File: src/wb_defs.svh
`ifndef WB_DEFS_SVH
`define WB_DEFS_SVH

// ******************************
// frame geometry
// ******************************
`define WB_H_ACT      16          // active pixels per line.
`define WB_V_ACT      8           // active lines per frame.
`define WB_X_W        4           // x coordinate width.
`define WB_Y_W        3           // y coordinate width.

// ******************************
// datapath widths
// ******************************
`define WB_SUM_W      16          // holds h_act * v_act * 255 without wrapping.
`define WB_GAIN_FRAC  12          // fraction bits of a gain.
`define WB_GAIN_W     16          // 4.12 unsigned gain.

// cycles from an input pixel to the matching output pixel.
`define WB_APPLY_LAT  3

`endif

File: src/wb_pkg.sv
`include "wb_defs.svh"

package wb_pkg;

    // ******************************
    // stream fields
    // ******************************
    typedef logic [7:0]              pixel_t;    // one colour sample.
    typedef logic [`WB_X_W-1:0]      coord_x_t;
    typedef logic [`WB_Y_W-1:0]      coord_y_t;

    // ******************************
    // statistics and gains
    // ******************************
    typedef logic [`WB_SUM_W-1:0]    sum_t;      // one channel total over a frame.
    typedef logic [`WB_GAIN_W-1:0]   gain_t;     // 1 << WB_GAIN_FRAC is unity.

    // gain calculation sequence.
    typedef enum logic [1:0] {
        IDLE,
        MEAN,
        DIVIDE,
        DONE
    } div_state_t;

endpackage : wb_pkg

File: src/wb_frame_stats.sv
`include "wb_defs.svh"

module wb_frame_stats (
    input  logic           clk,
    input  logic           i_rst_n,
    input  logic           i_vsync,
    input  logic           i_de,
    input  wb_pkg::pixel_t i_r,
    input  wb_pkg::pixel_t i_g,
    input  wb_pkg::pixel_t i_b,
    input  logic           i_update,
    output wb_pkg::sum_t   o_sum_r,
    output wb_pkg::sum_t   o_sum_g,
    output wb_pkg::sum_t   o_sum_b,
    output logic           o_sums_valid
);

    logic           vsync_d;
    logic           vs_rise;
    wb_pkg::pixel_t pix [3];
    wb_pkg::sum_t   acc [3];
    wb_pkg::sum_t   tot [3];

    assign vs_rise = i_vsync & ~vsync_d;
    assign pix[0]  = i_r;
    assign pix[1]  = i_g;
    assign pix[2]  = i_b;

    always_ff @(posedge clk) begin
        if (!i_rst_n) begin
            vsync_d      <= 1'b0;
            o_sums_valid <= 1'b0;
        end else begin
            vsync_d      <= i_vsync;
            o_sums_valid <= vs_rise & i_update;   // totals are stable from here on.
        end
    end

    // ******************************
    // running sums, one per channel
    // ******************************
    always_ff @(posedge clk) begin
        for (int c = 0; c < 3; c++) begin
            if (!i_rst_n) begin
                acc[c] <= '0;
            end else if (vs_rise) begin
                acc[c] <= '0;                     // a new frame starts.
            end else if (i_de) begin
                acc[c] <= acc[c] + wb_pkg::sum_t'(pix[c]);
            end
        end
    end

    always_ff @(posedge clk) begin
        if (vs_rise && i_update) begin
            tot <= acc;                           // the frame just finished.
        end
    end

    assign o_sum_r = tot[0];
    assign o_sum_g = tot[1];
    assign o_sum_b = tot[2];

    // a frame larger than the configured geometry would wrap the sums.
    for (genvar c = 0; c < 3; c++) begin : g_wrap
        a_no_wrap: assert property (@(posedge clk) disable iff (!i_rst_n)
            i_de && !vs_rise |=> acc[c] >= $past(acc[c]));
    end

endmodule : wb_frame_stats

File: src/wb_gain_calc.sv
`include "wb_defs.svh"

module wb_gain_calc (
    input  logic          clk,
    input  logic          i_rst_n,
    input  wb_pkg::sum_t  i_sum_r,
    input  wb_pkg::sum_t  i_sum_g,
    input  wb_pkg::sum_t  i_sum_b,
    input  logic          i_sums_valid,
    output wb_pkg::gain_t o_gain_r,
    output wb_pkg::gain_t o_gain_g,
    output wb_pkg::gain_t o_gain_b
);

    localparam int DIV_W = `WB_SUM_W + `WB_GAIN_FRAC;   // quotient bits per channel.
    localparam int CNT_W = $clog2(DIV_W);
    localparam wb_pkg::gain_t UNITY = wb_pkg::gain_t'(1 << `WB_GAIN_FRAC);

    wb_pkg::div_state_t   state_r;
    logic [1:0]           ch_r;
    logic [CNT_W-1:0]     bit_r;
    wb_pkg::sum_t         sum_q [3];
    wb_pkg::sum_t         mean_r;
    wb_pkg::sum_t         rem_r;
    logic [DIV_W-1:0]     quo_r;
    wb_pkg::gain_t        gain_n [3];

    logic [`WB_SUM_W+1:0] total;
    wb_pkg::sum_t         mean_w;
    wb_pkg::sum_t         divisor;
    logic [`WB_SUM_W:0]   rem_sh;
    logic                 q_bit;
    wb_pkg::sum_t         rem_nxt;
    logic [DIV_W-1:0]     quo_nxt;
    logic                 last_bit;
    wb_pkg::gain_t        gain_w;

    // ******************************
    // one restoring divide step
    // ******************************
    always_comb begin
        total    = {2'b00, sum_q[0]} + {2'b00, sum_q[1]} + {2'b00, sum_q[2]};
        mean_w   = wb_pkg::sum_t'(total / 3);
        divisor  = sum_q[ch_r];
        rem_sh   = {rem_r, quo_r[DIV_W-1]};     // bring down the next dividend bit.
        q_bit    = (rem_sh >= {1'b0, divisor});
        rem_nxt  = q_bit ? wb_pkg::sum_t'(rem_sh - {1'b0, divisor}) : rem_sh[`WB_SUM_W-1:0];
        quo_nxt  = {quo_r[DIV_W-2:0], q_bit};
        last_bit = (bit_r == CNT_W'(DIV_W - 1));
        if (divisor == '0) begin
            gain_w = UNITY;                       // an empty channel is left alone.
        end else if (|quo_nxt[DIV_W-1:`WB_GAIN_W]) begin
            gain_w = '1;
        end else begin
            gain_w = quo_nxt[`WB_GAIN_W-1:0];
        end
    end

    always_ff @(posedge clk) begin
        if (!i_rst_n) begin
            state_r  <= wb_pkg::IDLE;
            ch_r     <= '0;
            bit_r    <= '0;
            o_gain_r <= UNITY;
            o_gain_g <= UNITY;
            o_gain_b <= UNITY;
        end else begin
            case (state_r)
                wb_pkg::IDLE: begin
                    if (i_sums_valid) begin
                        state_r <= wb_pkg::MEAN;
                    end
                end
                wb_pkg::MEAN: begin
                    state_r <= wb_pkg::DIVIDE;
                    ch_r    <= '0;
                    bit_r   <= '0;
                end
                wb_pkg::DIVIDE: begin
                    if (last_bit) begin
                        bit_r <= '0;
                        if (ch_r == 2'd2) begin
                            state_r <= wb_pkg::DONE;
                        end else begin
                            ch_r <= ch_r + 2'd1;
                        end
                    end else begin
                        bit_r <= bit_r + 1'b1;
                    end
                end
                wb_pkg::DONE: begin
                    o_gain_r <= gain_n[0];        // all three change together.
                    o_gain_g <= gain_n[1];
                    o_gain_b <= gain_n[2];
                    state_r  <= wb_pkg::IDLE;
                end
                default: state_r <= wb_pkg::IDLE;
            endcase
        end
    end

    always_ff @(posedge clk) begin
        case (state_r)
            wb_pkg::IDLE: begin
                if (i_sums_valid) begin
                    sum_q <= '{i_sum_r, i_sum_g, i_sum_b};
                end
            end
            wb_pkg::MEAN: begin
                mean_r <= mean_w;
                rem_r  <= '0;
                quo_r  <= {mean_w, {`WB_GAIN_FRAC{1'b0}}};
            end
            wb_pkg::DIVIDE: begin
                if (last_bit) begin
                    gain_n[ch_r] <= gain_w;
                    rem_r        <= '0;       // restart on the next channel.
                    quo_r        <= {mean_r, {`WB_GAIN_FRAC{1'b0}}};
                end else begin
                    rem_r <= rem_nxt;
                    quo_r <= quo_nxt;
                end
            end
            default: ;
        endcase
    end

    // the statistics stage must not deliver a new frame mid-calculation.
    a_no_busy_strobe: assert property (@(posedge clk) disable iff (!i_rst_n)
        i_sums_valid |-> state_r == wb_pkg::IDLE);

    // gains move only on DONE, so they hold unity until the first one.
    a_gain_hold: assert property (@(posedge clk) disable iff (!i_rst_n)
        $changed({o_gain_r, o_gain_g, o_gain_b}) |-> $past(state_r) == wb_pkg::DONE);

endmodule : wb_gain_calc

File: src/wb_gain_apply.sv
`include "wb_defs.svh"

module wb_gain_apply (
    input  logic             clk,
    input  logic             i_rst_n,
    input  logic             i_en,
    input  logic             i_vsync,
    input  logic             i_hsync,
    input  logic             i_de,
    input  wb_pkg::pixel_t   i_r,
    input  wb_pkg::pixel_t   i_g,
    input  wb_pkg::pixel_t   i_b,
    input  wb_pkg::coord_x_t i_x,
    input  wb_pkg::coord_y_t i_y,
    input  wb_pkg::gain_t    i_gain_r,
    input  wb_pkg::gain_t    i_gain_g,
    input  wb_pkg::gain_t    i_gain_b,
    output logic             o_vsync,
    output logic             o_hsync,
    output logic             o_de,
    output wb_pkg::pixel_t   o_r,
    output wb_pkg::pixel_t   o_g,
    output wb_pkg::pixel_t   o_b,
    output wb_pkg::coord_x_t o_x,
    output wb_pkg::coord_y_t o_y
);

    localparam int LAT    = `WB_APPLY_LAT;
    localparam int TW     = 3 + `WB_X_W + `WB_Y_W;
    localparam int PROD_W = 8 + `WB_GAIN_W;

    wb_pkg::pixel_t                  pix_in  [3];
    wb_pkg::gain_t                   gain_in [3];
    wb_pkg::pixel_t                  pix_s1  [3];
    wb_pkg::gain_t                   gain_s1 [3];
    logic                            byp_s1;
    logic [PROD_W-1:0]               prod_s2 [3];
    wb_pkg::pixel_t                  pix_s2  [3];
    logic                            byp_s2;
    logic [PROD_W-`WB_GAIN_FRAC-1:0] scaled  [3];
    wb_pkg::pixel_t                  pix_s3  [3];
    logic [TW-1:0]                   tsr     [LAT];

    assign pix_in  = '{i_r, i_g, i_b};
    assign gain_in = '{i_gain_r, i_gain_g, i_gain_b};

    always_comb begin
        for (int c = 0; c < 3; c++) begin
            scaled[c] = prod_s2[c][PROD_W-1:`WB_GAIN_FRAC];  // drop the fraction.
        end
    end

    // ******************************
    // register, multiply, clamp
    // ******************************
    always_ff @(posedge clk) begin
        if (!i_rst_n) begin
            byp_s1 <= 1'b0;
            byp_s2 <= 1'b0;
            for (int c = 0; c < 3; c++) begin
                pix_s1[c]  <= '0;
                gain_s1[c] <= '0;
                prod_s2[c] <= '0;
                pix_s2[c]  <= '0;
                pix_s3[c]  <= '0;
            end
        end else begin
            byp_s1 <= ~i_en;
            byp_s2 <= byp_s1;
            for (int c = 0; c < 3; c++) begin
                pix_s1[c]  <= pix_in[c];
                gain_s1[c] <= gain_in[c];
                prod_s2[c] <= pix_s1[c] * gain_s1[c];
                pix_s2[c]  <= pix_s1[c];
                if (byp_s2) begin
                    pix_s3[c] <= pix_s2[c];
                end else if (|scaled[c][PROD_W-`WB_GAIN_FRAC-1:8]) begin
                    pix_s3[c] <= 8'hFF;
                end else begin
                    pix_s3[c] <= scaled[c][7:0];
                end
            end
        end
    end

    always_ff @(posedge clk) begin
        if (!i_rst_n) begin
            for (int i = 0; i < LAT; i++) begin
                tsr[i] <= '0;
            end
        end else begin
            tsr[0] <= {i_vsync, i_hsync, i_de, i_x, i_y};
            for (int i = 1; i < LAT; i++) begin
                tsr[i] <= tsr[i-1];
            end
        end
    end

    assign {o_vsync, o_hsync, o_de, o_x, o_y} = tsr[LAT-1];
    assign o_r = pix_s3[0];
    assign o_g = pix_s3[1];
    assign o_b = pix_s3[2];

    a_de_outside_vsync: assert property (@(posedge clk) disable iff (!i_rst_n)
        o_de |-> !o_vsync);

endmodule : wb_gain_apply

File: src/wb_top.sv
module wb_top (
    input  logic             clk,
    input  logic             i_rst_n,
    input  logic             i_vsync,
    input  logic             i_hsync,
    input  logic             i_de,
    input  wb_pkg::pixel_t   i_r,
    input  wb_pkg::pixel_t   i_g,
    input  wb_pkg::pixel_t   i_b,
    input  wb_pkg::coord_x_t i_x,
    input  wb_pkg::coord_y_t i_y,
    input  logic             i_en,
    input  logic             i_update,
    output logic             o_vsync,
    output logic             o_hsync,
    output logic             o_de,
    output wb_pkg::pixel_t   o_r,
    output wb_pkg::pixel_t   o_g,
    output wb_pkg::pixel_t   o_b,
    output wb_pkg::coord_x_t o_x,
    output wb_pkg::coord_y_t o_y
);

    wb_pkg::sum_t  sum_r;
    wb_pkg::sum_t  sum_g;
    wb_pkg::sum_t  sum_b;
    logic          sums_valid;
    wb_pkg::gain_t gain_r;
    wb_pkg::gain_t gain_g;
    wb_pkg::gain_t gain_b;

    wb_frame_stats u_frame_stats (
        .clk         (clk),
        .i_rst_n     (i_rst_n),
        .i_vsync     (i_vsync),
        .i_de        (i_de),
        .i_r         (i_r),
        .i_g         (i_g),
        .i_b         (i_b),
        .i_update    (i_update),
        .o_sum_r     (sum_r),
        .o_sum_g     (sum_g),
        .o_sum_b     (sum_b),
        .o_sums_valid(sums_valid)
    );

    wb_gain_calc u_gain_calc (
        .clk         (clk),
        .i_rst_n     (i_rst_n),
        .i_sum_r     (sum_r),
        .i_sum_g     (sum_g),
        .i_sum_b     (sum_b),
        .i_sums_valid(sums_valid),
        .o_gain_r    (gain_r),
        .o_gain_g    (gain_g),
        .o_gain_b    (gain_b)
    );

    // the live stream is corrected with the gains of an earlier frame.
    wb_gain_apply u_gain_apply (
        .clk     (clk),
        .i_rst_n (i_rst_n),
        .i_en    (i_en),
        .i_vsync (i_vsync),
        .i_hsync (i_hsync),
        .i_de    (i_de),
        .i_r     (i_r),
        .i_g     (i_g),
        .i_b     (i_b),
        .i_x     (i_x),
        .i_y     (i_y),
        .i_gain_r(gain_r),
        .i_gain_g(gain_g),
        .i_gain_b(gain_b),
        .o_vsync (o_vsync),
        .o_hsync (o_hsync),
        .o_de    (o_de),
        .o_r     (o_r),
        .o_g     (o_g),
        .o_b     (o_b),
        .o_x     (o_x),
        .o_y     (o_y)
    );

endmodule : wb_top

File: config.mk
export PLATFORM = sky130hd
export DESIGN_NAME = wb_top
export DESIGN_NICKNAME = d
export VERILOG_FILES = /design/src/wb_pkg.sv /design/src/wb_frame_stats.sv /design/src/wb_gain_calc.sv /design/src/wb_gain_apply.sv /design/src/wb_top.sv
export VERILOG_INCLUDE_DIRS = /design/src
export SDC_FILE = /design/constraint.sdc
export NUM_CORES = 2
export LEC_CHECK = 0
export BUFFER_PORTS_ARGS = -buffer_cell sky130_fd_sc_hd__buf_2
export CORE_ASPECT_RATIO = 0.7
export CORE_UTILIZATION = 50
export DETAILED_ROUTE_END_ITERATION = 8
export HOLD_SLACK_MARGIN = 0.12
export PLACE_DENSITY_LB_ADDON = 0.08
export SLEW_MARGIN = 20
export SYNTH_ARGS = -nofsm -noshare
export SYNTH_HDL_FRONTEND = slang
export SYNTH_HIERARCHICAL = 1
export SYNTH_SLANG_ARGS = --single-unit
File: constraint.sdc
create_clock -name clk -period 14.9 [get_ports clk]
set_input_delay 0.745 -clock clk [delete_from_list [all_inputs] [get_ports clk]]
set_output_delay 0.745 -clock clk [all_outputs]
set_load 0.005 [all_outputs]
==> impl_metrics.yaml <==
status:
  status: "finished clean"
worst_setup_path:
  rr_worst_depth: 30
  r2r_slack_ns: 6.38
  cp-end-kind: "flop"
  rr_startpoint: "u_gain_calc/sum_q[17]$_DFFE_PP_"
  r2r-end: "u_gain_calc/mean_r[0]$_DFFE_PN_"
  max_stage_delay_ns: 0.79
  crit_fanout: 14
  critPathBufInv: 3
  cpMaxStageDelayCell: "a31oi_1"
  crit_type: "reg -> reg"
  path_depth: 30
  critPathLaunch: "u_gain_calc/sum_q[17]$_DFFE_PP_"
  start_kind: "flop"
  cp-endpoint: "u_gain_calc/mean_r[0]$_DFFE_PN_"
  crit_top_cell: "inv_1"
  arrival_ns: 8.85
  worst_ep_required_time_ns: 15.23
  cp_top_family: "compound AO/OA/AOI/OAI gates"
logic_synthesis:
  yosys.area_share.simple_pct: 19.0
  synthXorXnorAreaFrac_pct: 1.84
  synth.area.mux_share_pct: 3.59
  syn_avg_cell_area_um2: 10.1
  yosysMostFrequentCell: "and2_1"
  syn_inst: 3336
  synthArstFlopShare_pct: 0
  ys_seq_elements: 499
  synth_top_family_by_area: "adder cells"
  yosysTopAreaCell: "edfxtp_1"
  synth_fa_ha_area_share_pct: 22.9
  synth_top_cells_by_count: "and2_1 (456), inv_1 (354), dfxtp_1 (271)"
  synth.area.top_cells: "edfxtp_1 (20%), dfxtp_1 (16%), fa_1 (16%)"
  syn_area_mm2: 0.0339
  ys_types: 106
  synth_edf_count: 228
  ys.flop_type: "dfxtp_1"
  yosys_warnings: 6
  synth_compound_area_share_pct: 10.7
  seq_area_frac_synth_pct: 36.3
  synth_top_area_share_pct: 20.2
min_path:
  hold_path.class: "in -> reg"
timing:
  hold_viol: 0
  period_minus_slack_ns: 8.52
  setup_viol: 0
  timing.final.crit_share_pct: 57.2
  worst_slew_margin_rel_pct: 30.7
  rsz0062_at_grt: "false"
  setup_tns_ns: 0
  slew_viol_final: 0
  worst_pin_slew_ns: 1.04
  max_freq_mhz: 117
  finalHoldWorstSlack_ns: 0.253
  finClkSkew_ns: 0.0818
cells_and_area:
  drive_above_1_share_pct: 7.37
  fillers: 5824
  fin_cells: 4300
  fin_area_mm2: 0.0368
  layout.nets: 3860
  area_growth_pct: 8.60
placement:
  portBuffers: 71
  dp_hpwl_um: 60100
  dp.cells: 4203
  place_congestion: 0.898
  place_area_mm2: 0.0350
pwr:
  power_density_mw_per_mm2: 125
  p_sw_mw: 1.61
  switching_share_pct: 34.9
  seqPwrFrac_pct: 38.4
  leakagePower_nw: 15.9
  ir_drop_v: 0.000118
  comb_power_share_pct: 32.4
  p_int_mw: 3.00
  p_clk_share_pct: 29.2
global_route:
  grt_max_degree: 122
  grt_util_all_layers_pct: 23.9
  grt_pass1_vias: 23400
  grt_first_pass_wirelength_um: 130000
  grt-ovfl-total: 0
  antenna_found_initial: 12
cts:
  cts_sinks: 499
  post_cts_resized: 0
  h-tree-depth: 2
  clockBufferDepth: 3
  cts_made_buffers: 50
  tritoncts: "yes"
  clk_pin_slew_ns: 0.07
  post-cts-setup-buffers: 0
  hold_buffers: 0
  clk_latency_ns: 0.66
  cts_root_buf: "clkbuf_16"
die:
  die_w_um: 313
  coreArea_mm2: 0.0667
  ios: 72
  start_util_pct: 50.7
  die_h_um: 220
  die_area_mm2: 0.0688
  row_count: 79
routing:
  wl_per_cell_um: 18.7
  vias: 23700
  wirelength_um: 80400
  avgViaCountPerCell: 5.51
  drc: 0
  dr.pass1.iters: 6
  drtAntennaViolNets: 0
  initialDrtViolationCount: 1667
run:
  drv_cap: 0
kinds of logic (layout without fill, tap and decap cells):
group,after synthesis,in the layout
multiplexers,119,119
adder cells (fa/ha/maj),459,459
AND/OR/NAND/NOR,1193,1193
buffers and inverters,490,537
XOR/XNOR,71,71
flip-flops,499,499
AO/OA/AOI/OAI,504,504
other,1,27
worst register-to-register path: cells and delay by family, from the launching register on:
family                   cells  cell delay (ns)
AO/OA/AOI/OAI               15             3.60
adder cells (fa/ha/maj)      4             1.30
buffers and inverters        3             0.23
flip-flops                   1             0.39
multiplexers                 2             0.56
AND/OR/NAND/NOR              6             2.07
registers in the layout, summed over array words and instances, names as in the netlist, 2 cells and up:
| register | flops |
|---|---|
| u_gain_calc/mean_r | 16 |
| u_gain_apply/pix_s3 | 24 |
| u_gain_calc/o_gain_g | 16 |
| u_gain_apply/gain_s1 | 48 |
| u_gain_apply/pix_s1 | 24 |
| u_gain_calc/rem_r | 16 |
| u_gain_calc/bit_r | 5 |
| u_gain_calc/o_gain_r | 16 |
| u_gain_apply/tsr | 30 |
| u_gain_calc/quo_r | 28 |
| u_gain_calc/o_gain_b | 16 |
| u_gain_apply/prod_s2 | 36 |
| u_frame_stats/o_sum_b | 16 |
| u_frame_stats/acc | 48 |
| u_frame_stats/o_sum_g | 16 |
| u_frame_stats/o_sum_r | 16 |
| u_gain_apply/pix_s2 | 24 |
| u_gain_calc/sum_q | 48 |
| u_gain_calc/gain_n | 48 |
| u_gain_calc/state_r | 2 |
| u_gain_calc/ch_r | 2 |
final cells by class:
type	count	area (um^2)	area share, %
Multi-Input combinational cell	2370	19800	53.8
Tap cell	891	1110	3.03
Clock buffer	69	1460	3.96
Antenna cell	3	7.51	0.0204
Clock inverter	25	324	0.881
Timing Repair Buffer	88	489	1.33
Sequential cell	499	12300	33.4
Inverter	355	1330	3.62
cell usage in the layout (no fill, tap or decap), drive strengths merged, types with 17 or more instances in the layout:
| cell type | Yosys | routed |
|---|---|---|
| nor3 | 36 | 36 |
| ha | 188 | 188 |
| o21a | 27 | 27 |
| nand2b | 27 | 27 |
| xnor2 | 48 | 48 |
| o31ai | 17 | 17 |
| a211oi | 21 | 21 |
| fa | 270 | 270 |
| xor2 | 23 | 23 |
| and3 | 31 | 31 |
| nand2 | 235 | 235 |
| a31oi | 30 | 30 |
| o221a | 25 | 25 |
| clkbuf | 96 | 69 |
| nand4 | 30 | 30 |
| nand3 | 49 | 49 |
| inv | 354 | 358 |
| a21o | 52 | 52 |
| mux2i | 113 | 113 |
| o21ai | 79 | 79 |
| nor2b | 56 | 56 |
| and2 | 456 | 456 |
| buf | 39 | 88 |
| nor2 | 194 | 194 |
| a21oi | 115 | 115 |
| dfxtp | 271 | 271 |
| o211ai | 27 | 27 |
| conb | 1 | 24 |
| edfxtp | 228 | 228 |
power groups by stage:
stage | sequential, mW | clock (mW) | combinational [mW]
after CTS | 1.77 | 1.38 | 1.48
after floorplan | 1.74 | 0 | 1.17
final | 1.77 | 1.34 | 1.49
after global routing | 1.78 | 1.43 | 1.66
after global placement | 1.79 | 0 | 1.43
after detailed placement | 1.79 | 0 | 1.47
metal layers:
metal / wire length [um] / vias up / track usage, %
met5: 25 / - / 0
met4: 1290 / 4 / 5.07
met3: 5170 / 81 / 4.36
met2: 32600 / 643 / 34.4
met1: 41300 / 11700 / 37.0
li1: - / 11300 / -
stage by stage:
step | setup slack, ns | util [%] | power [mW]
floorplan | 7.80 | - | 2.91
global placement | 6.76 | 52.4 | 3.22
detailed placement | 6.50 | 52.4 | 3.26
CTS | 6.42 | 55.1 | 4.62
global route | 5.83 | 55.1 | 4.87
finish | 6.38 | 55.1 | 4.60
how the worst min path moves through the flow:
stage | cells past startpoint | start | end | slack [ns]
floorplan | 0 | u_frame_stats/o_sum_b[0]$_DFFE_PP_ | u_gain_calc/sum_q[0]$_DFFE_PP_ | 0.40
global placement | 0 | u_frame_stats/o_sum_g[4]$_DFFE_PP_ | u_gain_calc/sum_q[20]$_DFFE_PP_ | 0.41
detailed placement | 0 | u_frame_stats/o_sum_g[1]$_DFFE_PP_ | u_gain_calc/sum_q[17]$_DFFE_PP_ | 0.41
CTS | 2 | i_en | u_gain_apply/byp_s1$_SDFF_PN0_ | 0.22
global route | 2 | i_en | u_gain_apply/byp_s1$_SDFF_PN0_ | 0.22
finish | 2 | i_en | u_gain_apply/byp_s1$_SDFF_PN0_ | 0.25
No activity file was read; power rests on OpenSTA's default activity.
